**src/cache_macros.svh**
```systemverilog
`ifndef CACHE_MACROS_SVH
`define CACHE_MACROS_SVH

// Address geometry
`define CACHE_ADDR_W 12
`define CACHE_TAG_W 6
`define CACHE_INDEX_W 4
`define CACHE_SETS 16
`define CACHE_OFFSET_W 2

// Line geometry
`define CACHE_WORDS 4
`define CACHE_DATA_W 32
`define CACHE_LINE_W (`CACHE_DATA_W * `CACHE_WORDS)

`endif

```
**src/cache_pkg.sv**
```systemverilog
`include "cache_macros.svh"

package cache_pkg;

	typedef enum logic [1:0] {
		opRead = 2'd0,
		opWrite = 2'd1,
		opInvalidate = 2'd2 // Code 3 unused
	} cacheOp_t;

	typedef enum logic [2:0] {
		stIdle,
		stLookup,
		stFlushReq,
		stFlushWait,
		stFillReq,
		stFillWait,
		stUpdate,
		stDone
	} ctrlState_t;

	typedef logic [`CACHE_WORDS-1:0][`CACHE_DATA_W-1:0] line_t;

	typedef logic way_t;

	typedef struct packed {
		logic valid;
		logic dirty;
		logic [`CACHE_TAG_W-1:0] tag;
	} lineStatus_t;

endpackage

```
**src/tagLookup_if.sv**
```systemverilog
`timescale 1ns/100ps
`include "cache_macros.svh"

interface tagLookup_if import cache_pkg::*; ();
	// Request and update, from controller
	logic [`CACHE_INDEX_W-1:0] index;
	logic [`CACHE_TAG_W-1:0] tag;
	logic update;
	way_t setWay;
	logic setValid;
	logic setDirty;
	logic touch;

	// Lookup results, from tag store
	logic hitAny;
	way_t hitWay;
	way_t victimWay;
	logic victimDirty;
	logic [`CACHE_TAG_W-1:0] victimTag;

	modport ctrl(output index, tag, update, setWay, setValid, setDirty, touch,
		input hitAny, hitWay, victimWay, victimDirty, victimTag);

	modport store(input index, tag, update, setWay, setValid, setDirty, touch,
		output hitAny, hitWay, victimWay, victimDirty, victimTag);

endinterface

```
**src/tagStore.sv**
```systemverilog
`timescale 1ns/100ps
`include "cache_macros.svh"

module tagStore import cache_pkg::*; (
	input logic clk,
	input logic reset,
	tagLookup_if.store lookup
);

	lineStatus_t status [2][`CACHE_SETS];
	logic [`CACHE_SETS-1:0] lru; // Way to replace next, per set
	logic [1:0] wayHit;
	lineStatus_t victim;

	// Lookup --------------------

	always_comb begin
		for (int w = 0; w < 2; w++) begin
			wayHit[w] = status[w][lookup.index].valid &&
				(status[w][lookup.index].tag == lookup.tag);
		end
	end

	assign lookup.hitAny = |wayHit;
	assign lookup.hitWay = way_t'(wayHit[1]);

	// Hit way on a hit, else the LRU way
	assign lookup.victimWay = lookup.hitAny ? lookup.hitWay : way_t'(lru[lookup.index]);

	assign victim = status[lookup.victimWay][lookup.index];
	assign lookup.victimDirty = victim.valid && victim.dirty;
	assign lookup.victimTag = victim.tag;

	// Update --------------------

	always_ff @(posedge clk) begin
		if (reset) begin
			lru <= '0;
			for (int s = 0; s < `CACHE_SETS; s++) begin
				for (int w = 0; w < 2; w++) begin
					status[w][s].valid <= 1'b0;
					status[w][s].dirty <= 1'b0;
				end
			end
		end else begin
			if (lookup.update) begin
				status[lookup.setWay][lookup.index] <= '{
					valid: lookup.setValid,
					dirty: lookup.setDirty,
					tag: lookup.tag
				};
			end
			if (lookup.touch) begin
				lru[lookup.index] <= ~lookup.setWay; // Other way becomes LRU
			end
		end
	end

endmodule

```
**src/flat_wrapper.sv**
```systemverilog
// flat-port wrapper written by rule: the top's interface ports become plain ports
module tagStore_flat import cache_pkg::*;
  (clk, reset, lookup_index, lookup_tag, lookup_update, lookup_setWay, lookup_setValid, lookup_setDirty, lookup_touch, lookup_hitAny, lookup_hitWay, lookup_victimWay, lookup_victimDirty, lookup_victimTag);
  tagLookup_if lookup_i ();
  input logic clk;
  input logic reset;
  input wire logic [$bits(lookup_i.index)-1:0] lookup_index;
  input wire logic [$bits(lookup_i.tag)-1:0] lookup_tag;
  input wire logic [$bits(lookup_i.update)-1:0] lookup_update;
  input wire logic [$bits(lookup_i.setWay)-1:0] lookup_setWay;
  input wire logic [$bits(lookup_i.setValid)-1:0] lookup_setValid;
  input wire logic [$bits(lookup_i.setDirty)-1:0] lookup_setDirty;
  input wire logic [$bits(lookup_i.touch)-1:0] lookup_touch;
  output wire logic [$bits(lookup_i.hitAny)-1:0] lookup_hitAny;
  output wire logic [$bits(lookup_i.hitWay)-1:0] lookup_hitWay;
  output wire logic [$bits(lookup_i.victimWay)-1:0] lookup_victimWay;
  output wire logic [$bits(lookup_i.victimDirty)-1:0] lookup_victimDirty;
  output wire logic [$bits(lookup_i.victimTag)-1:0] lookup_victimTag;
  assign lookup_i.index = lookup_index;
  assign lookup_i.tag = lookup_tag;
  assign lookup_i.update = lookup_update;
  assign lookup_i.setWay = lookup_setWay;
  assign lookup_i.setValid = lookup_setValid;
  assign lookup_i.setDirty = lookup_setDirty;
  assign lookup_i.touch = lookup_touch;
  assign lookup_hitAny = lookup_i.hitAny;
  assign lookup_hitWay = lookup_i.hitWay;
  assign lookup_victimWay = lookup_i.victimWay;
  assign lookup_victimDirty = lookup_i.victimDirty;
  assign lookup_victimTag = lookup_i.victimTag;
  tagStore u_core (.clk(clk), .reset(reset), .lookup(lookup_i));
endmodule
```
**config.mk**
```make
export PLATFORM = sky130hd
export DESIGN_NAME = tagStore_flat
export DESIGN_NICKNAME = d
export VERILOG_FILES = /design/src/cache_pkg.sv /design/src/tagLookup_if.sv /design/src/tagStore.sv /design/src/flat_wrapper.sv
export VERILOG_INCLUDE_DIRS = /design/src
export SDC_FILE = /design/constraint.sdc
export NUM_CORES = 1
export LEC_CHECK = 0
export BUFFER_PORTS_ARGS = -buffer_cell sky130_fd_sc_hd__buf_2
export CORE_ASPECT_RATIO = 1.4
export CORE_MARGIN = 4
export CORE_UTILIZATION = 45
export CTS_CLUSTER_DIAMETER = 120
export DETAILED_ROUTE_END_ITERATION = 12
export PLACE_DENSITY = 0.57
export SLEW_MARGIN = 30
export SYNTH_ARGS = -nofsm -noshare
export SYNTH_HDL_FRONTEND = slang
export SYNTH_SLANG_ARGS = --single-unit
```
**constraint.sdc**
```tcl
create_clock -name clk -period 7.5 [get_ports clk]
set_clock_uncertainty 0.1 [all_clocks]
set_input_delay 1.5 -clock clk [delete_from_list [all_inputs] [get_ports clk]]
set_output_delay 1.5 -clock clk [all_outputs]
set_load 0.02 [all_outputs]
```
* Word-level counts from Yosys, hierarchy flattened
Memory sizes are Yosys's and may differ from the RTL's.
Index checks and enable logic that the tools add are counted.
** Cells by class
- Order comparisons :: 4
- Eq/ne operators :: 2
- Multiplexer cells :: 25
- Bitwise logic cells :: 2
- Reductions and logical operators :: 7
** Operator list (count)
- $mux W128 :: 3
- $reduce_or A128 Y1 :: 1
- $bmux W8 S4 :: 3
- $mux W8 :: 7
- $demux W8 S4 :: 1
- $bwmux W16 :: 1
- $eq A6 B6 Y1 :: 2
- $mux W1 :: 8
- $ge A5 B5 Y1 const B :: 1
- $logic_and A1 B1 Y1 :: 5
- $lt A4 B5 Y1 const B :: 1
- $lt A5 B1 Y1 const B :: 1
- $not A4 Y5 :: 1
- $bmux W1 S4 :: 1
- $demux W1 S4 :: 1
- $ge A4 B1 Y1 const B :: 1
- $reduce_or A2 Y1 :: 1
- $not A1 Y1 :: 1
** Storage, ports and cells
- Bits in registers :: 16
- RAM bits :: 256
- Bits of input ports :: 17
- Output and inout bits :: 10
- Word-level logic and storage cells :: 42
- Memories kept :: 1
** Memories
- u_core.status :: words 2, width 128, read ports 3, clocked after memory_dff 0, write ports 2, line tagStore.sv:10 : lineStatus_t status [2][`CACHE_SETS];

* Depth between registers and ports, before layout
An unclocked memory read counts as a cell.
- Depth in word-level cells :: 13
- Mapped depth :: 13
- Gate-level depth less buffers :: 10

* Worst setup path before layout
Ideal clock, no wire load.
- Kind :: input to output
- From :: input port lookup_index[1]
- To :: output port lookup_victimDirty
- Data arrival time :: 4.354 ns
- Required time :: 5.900 ns
- Setup slack :: 1.546 ns
- Stages on the path :: 11
- Buffers on the path :: 2
- Cell sequence :: buf_2 > buf_2 > mux4_2 > mux4_2 > xor2_1 > a221oi_2 > o21a_4 > inv_4 > mux4_2 > nor3_2 > nor3_1
** Between the ends
- Longest elaborated chain between the ends :: 13
- Elaborated cells between the ends (all ways) :: 20
- Classes of those cells :: eq/ne: 2; mux: 12; bitwise: 1; reduce/logical: 4; memory: 1
** Ends and longest elaborated chain
- from (decl) :: line flat_wrapper.sv:7 : input wire logic [$bits(lookup_i.index)-1:0] lookup_index;
- $not A4 Y5 (implied by the code) :: line tagStore.sv:19, tagStore.sv:20
- $bmux W8 S4 :: line tagStore.sv:19, tagStore.sv:20
- $mux W8, on equally long branches :: line tagStore.sv:20, tagStore.sv:19
- $mux W8 (implied by the code) :: line tagStore.sv:19 : wayHit[w] = status[w][lookup.index].valid &&
- $eq A6 B6 Y1 :: line tagStore.sv:20 : (status[w][lookup.index].tag == lookup.tag);
- $logic_and A1 B1 Y1 :: line tagStore.sv:19
- $reduce_or A2 Y1 :: line tagStore.sv:24 : assign lookup.hitAny = |wayHit;
- $mux W1 (*) :: line tagStore.sv:28 : assign lookup.victimWay = lookup.hitAny ? lookup.hitWay : way_t'(lru[lookup.index]);
- via lookup_victimWay :: line flat_wrapper.sv:16 : output wire logic [$bits(lookup_i.victimWay)-1:0] lookup_victimWay;
- $mem_v2 Z2 W128 (*)
- $bmux W8 S4 (*) :: line tagStore.sv:30 : assign victim = status[lookup.victimWay][lookup.index];
- $mux W8 (implied by the code) (*) (2 in a row) :: line tagStore.sv:30
- $logic_and A1 B1 Y1 (*) :: line tagStore.sv:31 : assign lookup.victimDirty = victim.valid && victim.dirty;
- to (decl) :: line flat_wrapper.sv:17 : output wire logic [$bits(lookup_i.victimDirty)-1:0] lookup_victimDirty;
The timed path passes the listed nets; every way through them passes the cells marked *. The select of a mux whose other input is x is not followed.

* Worst setup path in the final report
- From :: input port lookup_index[0]
- To :: output port lookup_victimTag[1]
** Between the ends
- Longest elaborated chain between the ends :: 12
- Elaborated cells between the ends (all ways) :: 19
- Classes of those cells :: eq/ne: 2; mux: 12; bitwise: 1; reduce/logical: 3; memory: 1
** Ends and longest elaborated chain
- $not A4 Y5 (implied by the code) :: line tagStore.sv:19, tagStore.sv:20, tagStore.sv:30
- $bmux W8 S4 :: line tagStore.sv:19, tagStore.sv:20
- $mux W8, on equally long branches :: line tagStore.sv:20, tagStore.sv:19
- $mux W8 (implied by the code) :: line tagStore.sv:19
- $eq A6 B6 Y1 :: line tagStore.sv:20
- $logic_and A1 B1 Y1 :: line tagStore.sv:19
- $reduce_or A2 Y1 :: line tagStore.sv:24
- $mux W1 :: line tagStore.sv:28
- $mem_v2 Z2 W128
- $bmux W8 S4 (*) :: line tagStore.sv:30
- $mux W8 (implied by the code) (*) (2 in a row) :: line tagStore.sv:30
- to (decl) :: line flat_wrapper.sv:18 : output wire logic [$bits(lookup_i.victimTag)-1:0] lookup_victimTag;
Every way passes the cells marked *; elsewhere a longest branch is shown, timed or not. The select of a mux whose other input is x is not followed.

==> summary.md <==
| Metric | Value |
|---|---|
| Hold Vio Cnt, Final | 0 |
| CP max stage cell | buf_4 |
| Comb pwr share | 0.073 |
| GR Layer Usage met1 | 0.2806 |
| Global routing usage on met3 | 0.03253 |
| Critical path endpoint category | output pin |
| HP Class | flop to flop |
| CP max stage delay | 620 ps |
| Routed Antenna Nets | 0 |
| Vias in the first global route | 7413 |
| CTS clock-pin slew for the worst setup and hold paths | 60 ps |
| WP data required | 5900 ps |
| Actual slew at the worst max-slew pin | 1040 ps |
| Final worst path period share | 0.9674 |
| Commonest non-fill, non-tap cell in the layout | edfxtp_1 |
| Busiest grt layer | met2 |
| Std-Cell Rows | 71 |
| Die width | 148.7 um |
| Tot Pwr | 3250 uW |
| Diodes inserted | 0 |
| Sw Ratio | 0.2212 |
| Leakage Power | 0.004425 uW |
| Worst-path cell chain | buf_4, mux4_2, mux2i_1, xnor2_1, or3_1, a221oi_2, o21a_4, mux2_1, a222oi_1, buf_4, o21ai_1, buf_2 |
| I/O Pins | 27 |
| R2r setup slk | 6700 ps |
| Internal power | 2531 uW |
| Setup bufs post-CTS | 0 |
| Clock tree from TritonCTS | done |
| Cell Area, Synth | 12470 um^2 |
| Finish-stage setup viols | 0 |
| Syn avg cell area | 15.70 um^2 |
| Number of hold buffers added after CTS | 0 |
| Flop pwr share | 0.521 |
| Max Cap Viol | 0 |
| Placed Area | 12970 um^2 |
| CTS Sinks | 272 |
| WS Path Type | primary input to output pin |
| Insertion delay to the later sink of the worst-skew pair | 550 ps |
| Final net count | 836 |
| Die area | 30470 um^2 |
| Total Wirelength | 32480 um |
| Fillcell total | 2246 |
| Gr usage total | 0.2174 |
| Largest net degree at the start of global routing | 53 |
| RSZ-0062 raised after global routing | false |
| Yosys synthesis warning count | 0 |
| Critical Path Start Type | primary input |
| CP Data Arrival Time | 5660 ps |
| Power Density | 234.5 nW/um^2 |
| Sequential area share after synthesis | 0.6422 |
| H-tree depth | 1 |
| CTS max path bufs | 3 |
| Top_reg_cell synth | edfxtp_1 |
| Core Box Area | 27090 um^2 |
| Drt wl/cell | 27.00 um |
| Setup TNS | 0 ps |
| DP HPWL | 22490 um |
| Critical path peak fanout | 45 |
| GPL Wtd Cong | 0.9143 |
| FFs w/ async S/R, synth | 0 |
| Residual DRC | 0 |
| Clock buffer count from CTS | 27 |
| Height of the die | 205.0 um |
| Sequential cell area | 8008 um^2 |
| First-pass GRT wire length | 48890 um |
| Drt first pass iters | 6 |
| Layout cells sized above 1 | 0.2697 |
| Seq cells post-synth | 272 |
| Number of synthesized flops with an enable pin | 256 |
| Post_cts resized | 0 |
| Initial antenna violation count | 1 |
| Synth cell types | 48 |
| Global route overflow | 0 |
| Clock Tree Root | clkbuf_16 |
| Max transition margin | 0.3041 |
| Most frequent cells in the layout | 256 x edfxtp_1, 75 x mux4_2, 72 x nor2_1, 51 x mux2i_1 |
| Syn Nets | 811 |
| Max-slew violation count | 0 |
| M2 GR Usage | 0.3790 |
| Clk pwr share | 0.406 |
| Routed vias | 7203 |
| Peak supply drop | 190.0 uV |
| Finished Cell Area | 13860 um^2 |
| Drt initial violations | 704 |
| Layout area overhead | 11.15% |
| Multi-input logic area | 4164 um^2 |
| Port Buf Inserts | 26 |
| FMAX | 137.8 MHz |
| Initial cell density of the core | 0.4602 |
| Routed vias/inst | 5.988 |
| Net Switching | 718.7 uW |
| CP dominant cell by count | buf_4 |
| Fin crit period | 7256 ps |
| Status | completed |
| Cells after Synth | 794 |
layer usage:
layer	wire [um]	up-vias
met5	7	-
met1	12380	3707
met3	1995	71
li1	-	3126
met4	1086	2
met2	17010	297
cells by family after synthesis:
family	count (synthesis)	synth area share
flip-flops	272	0.6422
AO/OA/AOI/OAI	45	0.02790
multiplexers	136	0.1857
AND/OR/NAND/NOR	260	0.1064
XOR/XNOR	16	0.01124
buffers and inverters	65	0.02649
power by group through the flow:
stage | combinational, uW | sequential [uW] | clock [uW]
after global placement | 233 | 1720 | 0
after floorplan | 162 | 1720 | 0
after CTS | 237 | 1690 | 1340
final | 238 | 1690 | 1320
after global routing | 253 | 1690 | 1410
after detailed placement | 236 | 1720 | 0
registers in the layout, summed over array words and instances, names as in the netlist:
name / flops
u_core.status: 256
u_core.lru: 16
worst paths after layout:
path,startpoint,to,cells past startpoint
hold / removal,u_core.lru[8],u_core.lru[8],2
setup / recovery,lookup_index[0],lookup_victimTag[1],12
setup reg to reg,u_core.lru[1],u_core.lru[1],2
hold reg to reg,u_core.lru[8],u_core.lru[8],2
cell usage after synthesis (all sizes together), types with 2 or more instances:
| master | count | area (um^2) |
|---|---|---|
| buf | 22 | 166.4 |
| a211oi | 19 | 147.6 |
| a21oi | 8 | 40.04 |
| mux2i | 51 | 510.5 |
| nor2 | 76 | 285.3 |
| o22ai | 2 | 12.51 |
| and3 | 40 | 250.2 |
| inv | 8 | 32.53 |
| a221oi | 3 | 32.53 |
| dfxtp | 16 | 320.3 |
| xor2 | 12 | 105.1 |
| and2 | 28 | 175.2 |
| nand4 | 6 | 43.79 |
| nor2b | 5 | 31.28 |
| xnor2 | 4 | 35.03 |
| nand2b | 7 | 43.79 |
| nand2 | 40 | 150.1 |
| mux4 | 75 | 1689 |
| nor4 | 3 | 18.77 |
| o21ai | 3 | 15.01 |
| or2 | 33 | 206.5 |
| edfxtp | 256 | 7687 |
| o211ai | 2 | 15.01 |
| a22o | 2 | 17.52 |
| nand3 | 9 | 45.04 |
| nor3 | 10 | 55.05 |
| clkbuf | 34 | 127.6 |
| mux2 | 10 | 116.4 |
| nand3b | 2 | 15.01 |
| o221ai | 2 | 17.52 |
worst max-delay path, delay by kind of cell:
kind | cells | cell delay (ps)
AO/OA/AOI/OAI | 4 | 1430
multiplexers | 3 | 1180
buffers and inverters | 3 | 1000
AND/OR/NAND/NOR | 1 | 390
XOR/XNOR | 1 | 110
final cells by class:
| class | instances | share of cell area |
|---|---|---|
| Sequential cell | 272 | 0.5778 |
| Timing Repair Buffer | 52 | 0.02384 |
| Inverter | 9 | 0.002618 |
| Clock buffer | 37 | 0.05607 |
| Clock inverter | 11 | 0.006230 |
| Multi-Input combinational cell | 457 | 0.3005 |
| Tap cell | 365 | 0.03295 |
through the flow:
step           hold slack [ps]  utilization  setup slack (ps)  instances
2_1_floorplan            375.0            -              1546        794
3_3_place_gp             384.0       0.4784             270.2       1155
3_5_place_dp             392.9       0.4788             237.7       1155
4_1_cts                  401.2       0.5107             244.3       1203
5_1_grt                  430.6       0.5115             30.38       1203
6_report                 399.7       0.5115             244.2       1203
No activity file was read; power rests on OpenSTA's default activity.
