$ cat src/cache_macros.svh
`ifndef CACHE_MACROS_SVH
`define CACHE_MACROS_SVH

// Address geometry
`define CACHE_ADDR_W 12
`define CACHE_TAG_W 6
`define CACHE_INDEX_W 4
`define CACHE_SETS 16
`define CACHE_OFFSET_W 2

// Line geometry
`define CACHE_WORDS 4
`define CACHE_DATA_W 32
`define CACHE_LINE_W (`CACHE_DATA_W * `CACHE_WORDS)

`endif

$ cat src/cache_pkg.sv
`include "cache_macros.svh"

package cache_pkg;

	typedef enum logic [1:0] {
		opRead = 2'd0,
		opWrite = 2'd1,
		opInvalidate = 2'd2 // Code 3 unused
	} cacheOp_t;

	typedef enum logic [2:0] {
		stIdle,
		stLookup,
		stFlushReq,
		stFlushWait,
		stFillReq,
		stFillWait,
		stUpdate,
		stDone
	} ctrlState_t;

	typedef logic [`CACHE_WORDS-1:0][`CACHE_DATA_W-1:0] line_t;

	typedef logic way_t;

	typedef struct packed {
		logic valid;
		logic dirty;
		logic [`CACHE_TAG_W-1:0] tag;
	} lineStatus_t;

endpackage

$ cat src/tagLookup_if.sv
`timescale 1ns/100ps
`include "cache_macros.svh"

interface tagLookup_if import cache_pkg::*; ();
	// Request and update, from controller
	logic [`CACHE_INDEX_W-1:0] index;
	logic [`CACHE_TAG_W-1:0] tag;
	logic update;
	way_t setWay;
	logic setValid;
	logic setDirty;
	logic touch;

	// Lookup results, from tag store
	logic hitAny;
	way_t hitWay;
	way_t victimWay;
	logic victimDirty;
	logic [`CACHE_TAG_W-1:0] victimTag;

	modport ctrl(output index, tag, update, setWay, setValid, setDirty, touch,
		input hitAny, hitWay, victimWay, victimDirty, victimTag);

	modport store(input index, tag, update, setWay, setValid, setDirty, touch,
		output hitAny, hitWay, victimWay, victimDirty, victimTag);

endinterface

$ cat src/cacheController.sv
`timescale 1ns/100ps
`include "cache_macros.svh"

module cacheController import cache_pkg::*; (
	input logic clk,
	input logic reset,
	input logic req,
	input cacheOp_t op,
	input logic [`CACHE_ADDR_W-1:0] addr,
	input logic [`CACHE_DATA_W-1:0] wrData,
	output logic ack,
	output logic hit,
	tagLookup_if.ctrl lookup,
	output way_t dataWay,
	output logic wordWe,
	output logic lineWe,
	output line_t lineIn,
	input line_t lineOut,
	output logic memRdReq,
	output logic [`CACHE_ADDR_W-1:0] memRdAddr,
	input logic memRdAck,
	input line_t memRdData,
	output logic memWrReq,
	output logic [`CACHE_ADDR_W-1:0] memWrAddr,
	output line_t memWrData,
	input logic memWrAck
);

	ctrlState_t state;
	ctrlState_t nextState;
	logic [`CACHE_TAG_W-1:0] reqTag;
	logic [`CACHE_INDEX_W-1:0] reqIndex;
	logic isWrite;
	logic isInval;

	assign reqTag = addr[`CACHE_ADDR_W-1 -: `CACHE_TAG_W];
	assign reqIndex = addr[`CACHE_OFFSET_W +: `CACHE_INDEX_W];
	assign isWrite = (op == opWrite);
	assign isInval = (op == opInvalidate);

	// Tag store side --------------------

	assign lookup.index = reqIndex;
	assign lookup.tag = reqTag;
	assign lookup.setWay = dataWay;
	assign lookup.setValid = !isInval;
	assign lookup.setDirty = isWrite;
	// Read hit only moves the LRU bit
	assign lookup.update = (state == stUpdate) && (!hit || isWrite || isInval);
	assign lookup.touch = (state == stUpdate) && !isInval;

	// Data store and memory side --------------------

	assign wordWe = (state == stUpdate) && isWrite;
	assign lineWe = (state == stFillWait) && memRdReq && memRdAck;
	assign lineIn = memRdData;
	assign memWrData = lineOut; // Victim line, stable while memWrReq high
	assign ack = (state == stDone);

	always_comb begin
		nextState = state;
		case (state)
			stIdle: begin
				if (req) nextState = stLookup;
			end
			stLookup: begin
				if (isInval && !lookup.hitAny) begin
					nextState = stDone; // Nothing to invalidate
				end else if (lookup.hitAny && !(isInval && lookup.victimDirty)) begin
					nextState = stUpdate;
				end else if (lookup.victimDirty) begin
					nextState = stFlushReq;
				end else begin
					nextState = stFillReq;
				end
			end
			stFlushReq: nextState = stFlushWait;
			stFlushWait: begin
				if (!memWrReq && !memWrAck) nextState = isInval ? stUpdate : stFillReq;
			end
			stFillReq: nextState = stFillWait;
			stFillWait: begin
				if (!memRdReq && !memRdAck) nextState = stUpdate;
			end
			stUpdate: nextState = stDone;
			stDone: begin
				if (!req) nextState = stIdle;
			end
			default: nextState = stIdle;
		endcase
	end

	always_ff @(posedge clk) begin
		if (reset) begin
			state <= stIdle;
			hit <= 1'b0;
			memRdReq <= 1'b0;
			memWrReq <= 1'b0;
		end else begin
			state <= nextState;
			if (state == stLookup) hit <= lookup.hitAny;
			if (state == stFlushReq) begin
				memWrReq <= 1'b1;
			end else if (state == stFlushWait && memWrAck) begin
				memWrReq <= 1'b0;
			end
			if (state == stFillReq) begin
				memRdReq <= 1'b1;
			end else if (state == stFillWait && memRdAck) begin
				memRdReq <= 1'b0;
			end
		end
	end

	// Way and line addresses held for the whole request
	always_ff @(posedge clk) begin
		if (state == stLookup) begin
			dataWay <= lookup.victimWay;
			memRdAddr <= {reqTag, reqIndex, {`CACHE_OFFSET_W{1'b0}}};
			memWrAddr <= {lookup.victimTag, reqIndex, {`CACHE_OFFSET_W{1'b0}}};
		end
	end

endmodule

$ cat src/flat_wrapper.sv
// flat-port wrapper written by rule: the top's interface ports become plain ports
module cacheController_flat import cache_pkg::*;
  (clk, reset, req, op, addr, wrData, ack, hit, dataWay, wordWe, lineWe, lineIn, lineOut, memRdReq, memRdAddr, memRdAck, memRdData, memWrReq, memWrAddr, memWrData, memWrAck, lookup_index, lookup_tag, lookup_update, lookup_setWay, lookup_setValid, lookup_setDirty, lookup_touch, lookup_hitAny, lookup_hitWay, lookup_victimWay, lookup_victimDirty, lookup_victimTag);
  tagLookup_if lookup_i ();
  input logic clk;
  input logic reset;
  input logic req;
  input cacheOp_t op;
  input logic [`CACHE_ADDR_W-1:0] addr;
  input logic [`CACHE_DATA_W-1:0] wrData;
  output logic ack;
  output logic hit;
  output way_t dataWay;
  output logic wordWe;
  output logic lineWe;
  output line_t lineIn;
  input line_t lineOut;
  output logic memRdReq;
  output logic [`CACHE_ADDR_W-1:0] memRdAddr;
  input logic memRdAck;
  input line_t memRdData;
  output logic memWrReq;
  output logic [`CACHE_ADDR_W-1:0] memWrAddr;
  output line_t memWrData;
  input logic memWrAck;
  output wire logic [$bits(lookup_i.index)-1:0] lookup_index;
  output wire logic [$bits(lookup_i.tag)-1:0] lookup_tag;
  output wire logic [$bits(lookup_i.update)-1:0] lookup_update;
  output wire logic [$bits(lookup_i.setWay)-1:0] lookup_setWay;
  output wire logic [$bits(lookup_i.setValid)-1:0] lookup_setValid;
  output wire logic [$bits(lookup_i.setDirty)-1:0] lookup_setDirty;
  output wire logic [$bits(lookup_i.touch)-1:0] lookup_touch;
  input wire logic [$bits(lookup_i.hitAny)-1:0] lookup_hitAny;
  input wire logic [$bits(lookup_i.hitWay)-1:0] lookup_hitWay;
  input wire logic [$bits(lookup_i.victimWay)-1:0] lookup_victimWay;
  input wire logic [$bits(lookup_i.victimDirty)-1:0] lookup_victimDirty;
  input wire logic [$bits(lookup_i.victimTag)-1:0] lookup_victimTag;
  assign lookup_index = lookup_i.index;
  assign lookup_tag = lookup_i.tag;
  assign lookup_update = lookup_i.update;
  assign lookup_setWay = lookup_i.setWay;
  assign lookup_setValid = lookup_i.setValid;
  assign lookup_setDirty = lookup_i.setDirty;
  assign lookup_touch = lookup_i.touch;
  assign lookup_i.hitAny = lookup_hitAny;
  assign lookup_i.hitWay = lookup_hitWay;
  assign lookup_i.victimWay = lookup_victimWay;
  assign lookup_i.victimDirty = lookup_victimDirty;
  assign lookup_i.victimTag = lookup_victimTag;
  cacheController u_core (.clk(clk), .reset(reset), .req(req), .op(op), .addr(addr), .wrData(wrData), .ack(ack), .hit(hit), .lookup(lookup_i), .dataWay(dataWay), .wordWe(wordWe), .lineWe(lineWe), .lineIn(lineIn), .lineOut(lineOut), .memRdReq(memRdReq), .memRdAddr(memRdAddr), .memRdAck(memRdAck), .memRdData(memRdData), .memWrReq(memWrReq), .memWrAddr(memWrAddr), .memWrData(memWrData), .memWrAck(memWrAck));
endmodule
$ cat config.mk
export PLATFORM = sky130hd
export DESIGN_NAME = cacheController_flat
export DESIGN_NICKNAME = d
export VERILOG_FILES = /design/src/cache_pkg.sv /design/src/tagLookup_if.sv /design/src/cacheController.sv /design/src/flat_wrapper.sv
export VERILOG_INCLUDE_DIRS = /design/src
export SDC_FILE = /design/constraint.sdc
export NUM_CORES = 1
export LEC_CHECK = 0
export ABC_AREA = 1
export BUFFER_PORTS_ARGS = -buffer_cell sky130_fd_sc_hd__buf_2
export CAP_MARGIN = 15
export CORE_AREA = 2 2 238 240
export DETAILED_ROUTE_END_ITERATION = 8
export DIE_AREA = 0 0 240 242
export SLEW_MARGIN = 20
export SYNTH_ARGS = -nofsm -noshare
export SYNTH_HDL_FRONTEND = slang
export SYNTH_SLANG_ARGS = --single-unit
$ cat constraint.sdc
create_clock -name clk -period 2 [get_ports clk]
set_input_delay 0.3 -clock clk [delete_from_list [all_inputs] [get_ports clk]]
set_output_delay 0.3 -clock clk [all_outputs]
set_load 0.1 [all_outputs]
**Word level (Yosys, flattened, before mapping)**

Index checks and enable logic that the tools add are counted.
W data, S select, Z words.

- Reductions and logical operators: 26
- Mux-type cells: 13
- Equality and inequality tests: 13

Operator list:

| cell | count |
|---|---|
| $pmux W3 S8 | 1 |
| $mux W3 | 7 |
| $eq A3 B3 Y1 const B | 4 |
| $logic_and A1 B1 Y1 | 12 |
| $logic_not A1 Y1 | 8 |
| $eq A3 B2 Y1 const B | 2 |
| $ne A2 B2 Y1 const B | 3 |
| $mux W1 | 4 |
| $reduce_and A4 Y1 | 1 |
| $reduce_bool A2 Y1 | 2 |
| $eq A3 B1 Y1 const B | 1 |
| $logic_not A3 Y1 | 1 |
| $eq A2 B1 Y1 const B | 1 |
| $eq A2 B2 Y1 const B | 1 |
| $logic_or A1 B1 Y1 | 2 |
| $mux W2 | 1 |
| $ne A2 B1 Y1 const B | 1 |

- Logic and storage cells: 59
- Output and inout port bits: 302
- Input bits: 317
- Bits in registers: 27

**Logic depth before layout (Yosys ltp)**

Gate-level depths: netlist (run 1).

- Word-level depth: 7
- Mapped depth: 9
- Mapped depth without buffers: 8

**Worst setup path before layout (run 1)**

OpenSTA, ideal clock, no wires.

- Path kind: register to output
- From: register u_core.state[0]
- To: output wordWe
- Required time: 1700 ps
- Cell stages (with the launch flop): 6
- Path buffers: 0
- Arrival time: 2747 ps
- Path slack: -1047 ps
- Path through: dfxtp_1 > inv_2 > nand2_1 > nor2_1 > inv_1 > nor3_1

- Longest elaborated chain between the ends: 2

Ends and longest elaborated chain:

| element | line | source |
|---|---|---|
| start, declared | cacheController.sv:29 | `ctrlState_t state;` |
| start signal, assigned | cacheController.sv:95 | `state <= stIdle;` |
| start signal, assigned | cacheController.sv:100 | `state <= nextState;` |
| $eq A3 B3 Y1 | cacheController.sv:54 | `assign wordWe = (state == stUpdate) && isWrite;` |
| $logic_and A1 B1 Y1 | cacheController.sv:54 |  |
| end, declared | flat_wrapper.sv:14 | `output logic wordWe;` |

No other way between the ends.

**Final worst setup path (run 1)**

Same ends and word-level chain as after synthesis.

==> results.sh, run 1 <==
export IMPL_status="finished, final reports clean"
export IMPL_yosysWarningCount=0
export IMPL_hold_class="in2reg"
export IMPL_r2r_setup_slack_ns=0.71
export IMPL_rsz0062_at_grt="false"
export IMPL_clk_pin_slew_ns=0.06
export IMPL_routedWlPerCell_um=19.9
export IMPL_drive_gt1_share_pct=47.8
export IMPL_ys_types=22
export IMPL_avgSynthCellArea_um2=8.06
export IMPL_timing_rr_start="u_core.state[0]$_SDFFE_PP0P_"
export IMPL_grt_util_all_layers_pct=5.90
export IMPL_yosysTopAreaCell="buf_4"
export IMPL_ant_nets=0
export IMPL_fin_crit_sh_pct=91.1
export IMPL_period_needed_ns=1.82
export IMPL_tns_ns=0
export IMPL_ys_ff_latch=23
export IMPL_cp_top_family="buffers and inverters"
export IMPL_antenna_found_initial=0
export IMPL_synth_main_ff_cell="edfxtp_1"
export IMPL_synthArstFlopShare_pct=0
export IMPL_clock_latency_ns=0.26
export IMPL_overflow=0
export IMPL_critPathSlowestCell="dfxtp_1"
export IMPL_power_mw=2.86
export IMPL_dieArea_mm2=0.0581
export IMPL_die_h_um=242
export IMPL_cp_start_kind="flop"
export IMPL_finalHoldViolations=0
export IMPL_cts_root_buf="clkbuf_16"
export IMPL_p_leak_nw=0.766
export IMPL_place_congestion=0.755
export IMPL_hpwl_mm=17.6
export IMPL_max_freq_mhz=549
export IMPL_coreArea_mm2=0.0557
export IMPL_synth_area_mm2=0.00307
export IMPL_clock_skew_ns=0.00113
export IMPL_drt_iter0_drc=39
export IMPL_critPathBufInv=3
export IMPL_synth_top_area_share_pct=67.5
export IMPL_clockBufferDepth=2
export IMPL_regToRegEndpoint="u_core.memRdAddr[5]$_DFFE_PN_"
export IMPL_die_w_um=240
export IMPL_viasPerCell=1.56
export IMPL_fillerInstances=6667
export IMPL_io_pins=619
export IMPL_endpoint="wordWe"
export IMPL_synthCells=381
export IMPL_wl_met2_mm=9.81
export IMPL_grt_pass1_wl_mm=20.7
export IMPL_required_ns=1.70
export IMPL_max_vdd_ir_drop_mv=0.603
export IMPL_dr_wl_met3_mm=6.09
export IMPL_synth_edff_count=17
export IMPL_powerDensity_mw_per_mm2=1160
export IMPL_ctsHoldBuffers=0
export IMPL_setup_viol=0
export IMPL_final_max_slew_viol_count=0
export IMPL_drc_errors=0
export IMPL_cts_num_sinks=23
export IMPL_tritoncts="done"
export IMPL_reg2reg_depth=3
export IMPL_antenna_cells=0
export IMPL_cts_resized=0
export IMPL_first_pass_iters=4
export IMPL_yosysMostFrequentCell="buf_4"
export IMPL_wl_met1_mm=1.75
export IMPL_syn_to_final_growth_pct=-19.7
export IMPL_portBuffers=67
export IMPL_routed_wl_mm=18.6
export IMPL_cts_setup_buffers=0
export IMPL_grt_pass1_vias=1338
export IMPL_num_vias=1456
export IMPL_start_util_pct=5.51
export IMPL_synth_seq_area_share_pct=20.5
export IMPL_path_max_fanout=7
export IMPL_final_util_pct=4.43
export IMPL_crit_cells=6
export IMPL_top_layer="met5"
export IMPL_grt_max_degree=20
export IMPL_slowest_delay_ns=0.38
export IMPL_row_count=87
export IMPL_maxCapViolations=0
export IMPL_synthTopCellsByCount="276 x buf_4, 21 x nand2_1, 18 x nor2_1"
export IMPL_crit_chain="inv_2, nand2_1, nor2_1, inv_1, nor3_2, buf_12"
export IMPL_layout_nets=498
export IMPL_critPathCaptureType="output port"
export IMPL_cts_buffers=3
export IMPL_whs_ns=0.213
export IMPL_crit_arrival_ns=1.52
export IMPL_cp_startpoint="u_core.state[0]$_SDFFE_PP0P_"
export IMPL_htreeDepth=1
export IMPL_synth_top_cells_by_area="buf_4 67%, edfxtp_1 17%, dfxtp_1 3.9%"
export IMPL_crit_type="reg2out"
==> cell usage in the layout, fill, tap and decap left out, types with 3 or more instances in the layout <==
cell type / n
inv_1: 12
nand2_1: 21
a21oi_1: 3
clkbuf_16: 3
nand3_1: 11
nor2_4: 3
edfxtp_1: 17
buf_12: 4
buf_2: 63
inv_2: 3
nor2_1: 15
dfxtp_1: 4
conb_1: 4
==> power by group <==
group | internal [mW] | switching, mW
registers | 0.681 | 0.0809
clock network | 0.269 | 0.161
logic | 0.257 | 1.41
total | 1.21 | 1.66
==> worst min path at each step <==
stage	startpoint	endpoint	slack [ns]	depth (start not counted)
6_report	lookup_victimTag[5]	u_core.memWrAddr[11]$_DFFE_PN_	0.21	1
5_1_grt	lookup_victimWay	u_core.dataWay$_DFFE_PN_	0.21	1
4_1_cts	lookup_victimTag[5]	u_core.memWrAddr[11]$_DFFE_PN_	0.21	1
3_5_place_dp	u_core.memWrReq$_SDFFE_PP0P_	u_core.memWrReq$_SDFFE_PP0P_	0.47	2
3_3_place_gp	u_core.memWrReq$_SDFFE_PP0P_	u_core.memWrReq$_SDFFE_PP0P_	0.47	2
2_1_floorplan	reset	u_core.memRdReq$_SDFFE_PP0P_	0.36	1
==> metrics by stage <==
stage                     instance area, um^2  setup slack [ns]  cells
after global placement                   2390             0.409    932
final                                    2470             0.179    936
after CTS                                2470             0.127    936
after floorplan                          3110            -0.196    384
after global routing                     2470            0.0385    936
after detailed placement                 2390             0.413    932
==> cell type report <==
| type | count | area (um^2) | share of cell area (%) |
|---|---|---|---|
| Clock buffer | 3 | 75.1 | 3.04 |
| Clock inverter | 1 | 5.00 | 0.203 |
| Inverter | 15 | 56.3 | 2.28 |
| Multi-Input combinational cell | 69 | 342 | 13.8 |
| Sequential cell | 23 | 633 | 25.7 |
| Tap cell | 756 | 946 | 38.3 |
| Timing Repair Buffer | 69 | 410 | 16.6 |
==> flip-flops by register name, indices dropped and copies added (netlist names) <==
name / flops
u_core.dataWay: 1
u_core.hit: 1
u_core.memRdAddr: 10
u_core.memRdReq: 1
u_core.memWrAddr: 6
u_core.memWrReq: 1
u_core.state: 3
==> logic make-up after synthesis <==
| kind of cell | share of synthesized area, % |
|---|---|
| buf+inv | 69.5 |
| simple gates | 8.39 |
| compound gates | 1.51 |
| flops | 20.5 |
| other cells | 0.122 |
==> layer usage <==
metal | vias to the layer above | GRT usage (%)
met1 | 524 | 1.35
li1 | 490 | -
met2 | 379 | 11.2
met4 | 2 | 2.92
met3 | 61 | 8.87
met5 | - | 0.673
Power figures use the tool's default switching activity.
==> run 2: changes to the inputs <==
- ABC_AREA: 1 -> default
- CORE_AREA: 2 2 238 240 -> 2 2 239 241
- DIE_AREA: 0 0 240 242 -> 0 0 241 243
- GPL_TIMING_DRIVEN: default -> 0
- MAX_ROUTING_LAYER: default -> met4
==> run 2 against run 1 <==
Against the previous run: the flow now finishes with violations (design-rule violations); register-to-register slack worse by 0.38 ns; die area is 0.83% higher; largest cell class is now non-clock buffers; via count increased by 120%; fmax is 5.1% lower; synthesized cell count decreased by 9.2%; first-iteration DRC count grew 150%; sequential share of layout area shrank 15 points; global-route usage grew 0.76 points; core utilization is 5.8 points higher.
==> results.sh, run 2 <==
export IMPL_yosysWarningCount=0
export IMPL_synth_seq_area_share_pct=21.1
export IMPL_cts_num_sinks=23
export IMPL_stdcell_area_mm2=0.00571
export IMPL_synthCells=346
export IMPL_synthTopCellsByCount="275 x buf_4, 17 x edfxtp_1, 8 x nor2_1"
export IMPL_clk_pin_slew_ns=0.06
export IMPL_final_cells=1444
export IMPL_max_freq_mhz=521
export IMPL_grt_max_degree=19
export IMPL_synth_top_cells_by_area="buf_4 69%, edfxtp_1 17%, dfxtp_1 4.0%"
export IMPL_cts_root_buf="clkbuf_16"
export IMPL_max_vdd_ir_drop_mv=0.614
export IMPL_synth_area_mm2=0.00299
export IMPL_portBuffers=323
export IMPL_maxCapViolations=0
export IMPL_hold_depth=1
export IMPL_violations="design-rule violations"
export IMPL_regMostFlops="u_core.memRdAddr"
export IMPL_grt_util_all_layers_pct=6.66
export IMPL_finalHoldViolations=0
export IMPL_avgSynthCellArea_um2=8.65
export IMPL_row_count=87
export IMPL_setup_viol=0
export IMPL_final_common_cell="buf_2"
export IMPL_critPathCaptureType="output port"
export IMPL_tritoncts="done"
export IMPL_reg2reg_depth=4
export IMPL_clock_skew_ns=0.00415
export IMPL_hold_path_endpoint="u_core.memWrAddr[11]$_DFFE_PN_"
export IMPL_layout_nets=994
export IMPL_coreArea_mm2=0.0560
export IMPL_synthArstFlopShare_pct=0
export IMPL_drt_iter0_drc=97
export IMPL_clockBufferDepth=2
export IMPL_synth_edff_count=17
export IMPL_regToRegEndpoint="u_core.hit$_SDFFE_PP0N_"
export IMPL_cts_buffers=3
export IMPL_grt_pass1_vias=2946
export IMPL_final_util_pct=10.2
export IMPL_cp_start_kind="flop"
export IMPL_synth_main_ff_cell="edfxtp_1"
export IMPL_period_needed_ns=1.92
export IMPL_drive_gt1_share_pct=90.5
export IMPL_ys_types=32
export IMPL_synth_xor_area_share_pct=0.293
export IMPL_crit_type="reg2out"
export IMPL_place_area_mm2=0.00559
export IMPL_relSlewSlack_pct=43.7
export IMPL_routedWlPerCell_um=14.5
export IMPL_final_max_slew_viol_count=0
export IMPL_fillerInstances=6599
export IMPL_antenna_found_initial=17
export IMPL_reg_top3="u_core.memRdAddr (10), u_core.memWrAddr (6), u_core.state (3)"
export IMPL_whs_ns=0.216
export IMPL_dieArea_mm2=0.0586
export IMPL_io_pins=619
export IMPL_worstHoldStart="lookup_victimTag[5]"
export IMPL_fin_crit_sh_pct=95.9
export IMPL_ys_ff_latch=23
export IMPL_powerDensity_mw_per_mm2=831
export IMPL_status="complete, but fails checks"
export IMPL_r2r_setup_slack_ns=0.33
export IMPL_dpl_cell_count=1428
export IMPL_ctsHoldBuffers=0
export IMPL_synthMuxAreaShare_pct=0.334
export IMPL_place_congestion=0.936
export IMPL_overflow=0
export IMPL_crit_arrival_ns=1.62
export IMPL_htreeDepth=1
export IMPL_syn_to_final_growth_pct=90.8
export IMPL_power_mw=4.74
export IMPL_die_h_um=243
export IMPL_p_leak_nw=2.98
export IMPL_routed_wl_mm=20.9
export IMPL_yosysTopAreaCell="buf_4"
export IMPL_synth_top_area_share_pct=69.0
export IMPL_synthAdderAreaFrac_pct=0
export IMPL_layout_area_seq_um2=631
export IMPL_synth_simple_area_share_pct=5.27
export IMPL_first_pass_iters=7
export IMPL_multiInputGateArea_um2=293
export IMPL_start_util_pct=5.35
export IMPL_viasPerCell=2.23
export IMPL_synth_top_family_by_area="buffers and inverters"
export IMPL_final_cell_mix="321 x buf_2, 277 x buf_4, 17 x edfxtp_1"
export IMPL_required_ns=1.70
export IMPL_timing_rr_start="u_core.state[1]$_SDFFE_PP0P_"
export IMPL_num_vias=3219
export IMPL_die_w_um=241
export IMPL_grt_pass1_wl_mm=25.2
export IMPL_yosysMostFrequentCell="buf_4"
export IMPL_tightest_slew_ns=0.843
export IMPL_drc_errors=3
export IMPL_hpwl_mm=20.1
export IMPL_clock_latency_ns=0.26
export IMPL_largest_reg_flops=10
export IMPL_hold_class="in2reg"
export IMPL_synth_compound_area_share_pct=2.72
export IMPL_rsz0062_at_grt="false"
export IMPL_ant_nets=0
export IMPL_path_max_fanout=10
==> run 2: cell count changes in the layout (fill, tap and decap cells not counted), moves of 3 or more <==
cell | before | now
buf_12 | 4 | 0
buf_2 | 63 | 321
buf_4 | 2 | 277
diode_2 | 0 | 12
inv_1 | 12 | 3
inv_2 | 3 | 0
nand2_1 | 21 | 0
nand3_1 | 11 | 2
nor2_1 | 15 | 6
nor2_4 | 3 | 0
nor3_1 | 0 | 3
==> run 2: cells by family (layout without fill, tap and decap cells) <==
family	Yosys count	in the layout
buffers and inverters	282	609
AND/OR/NAND/NOR	26	26
flip-flops	23	23
AO/OA/AOI/OAI	12	12
other	1	16
XOR/XNOR	1	1
multiplexers	1	1
==> run 2: worst max-delay path: stages, from the launching register on <==
cell	delay, ns
dfxtp_1	0.47
buf_2	0.27
nand3b_1	0.18
a31oi_2	0.20
buf_6	0.25
==> run 2: cell type report <==
cell class	count	share of cell area, %
plain buffers	279	36.6
clock inverters	1	0.0876
multi-input cells	44	5.13
inverters	3	0.197
clock buffers	3	1.31
diodes	12	0.526
repair buffers	323	28.5
flip-flops and latches	23	11.0
well taps	756	16.6
==> run 2: worst max path at each step <==
stage,cells after the start,slack [ns],startpoint,end
floorplan,2,-0.31,u_core.memRdReq$_SDFFE_PP0P_,lineWe
global placement,4,-0.05,u_core.state[1]$_SDFFE_PP0P_,u_core.hit$_SDFFE_PP0N_
finish,4,0.08,u_core.state[2]$_SDFFE_PP0P_,lookup_update
CTS,4,0.04,u_core.state[2]$_SDFFE_PP0P_,lookup_update
detailed placement,4,0.19,u_core.state[2]$_SDFFE_PP0P_,lookup_update
global route,4,0.008,u_core.state[2]$_SDFFE_PP0P_,lookup_touch
==> run 2: stage by stage <==
stage / setup TNS (ns) / worst slack [ns]
2_1_floorplan: -0.346 / -0.305
3_3_place_gp: -0.227 / -0.0507
3_5_place_dp: 0 / 0.195
4_1_cts: 0 / 0.0399
5_1_grt: 0 / 0.00804
6_report: 0 / 0.0812
==> run 2: power by group <==
part | switching, mW | internal [mW]
clock network | 0.155 | 0.269
registers | 0.0378 | 0.601
logic | 3.03 | 0.654
total | 3.22 | 1.52
==> run 2: routing by layer <==
metal / up-vias / share of wire [%] / GRT usage, %
met4: 0 / 2.3 / 1.67
met3: 29 / 12 / 2.84
li1: 1487 / - / -
met2: 304 / 58 / 13.7
met1: 1399 / 27 / 5.15
met5: - / 0 / -
==> run 2: timing repair <==
item / in CTS / in global routing
setup buffers: 0 / 0
resized for setup: 3 / 2
endpoints found under the setup margin: 3 / 2
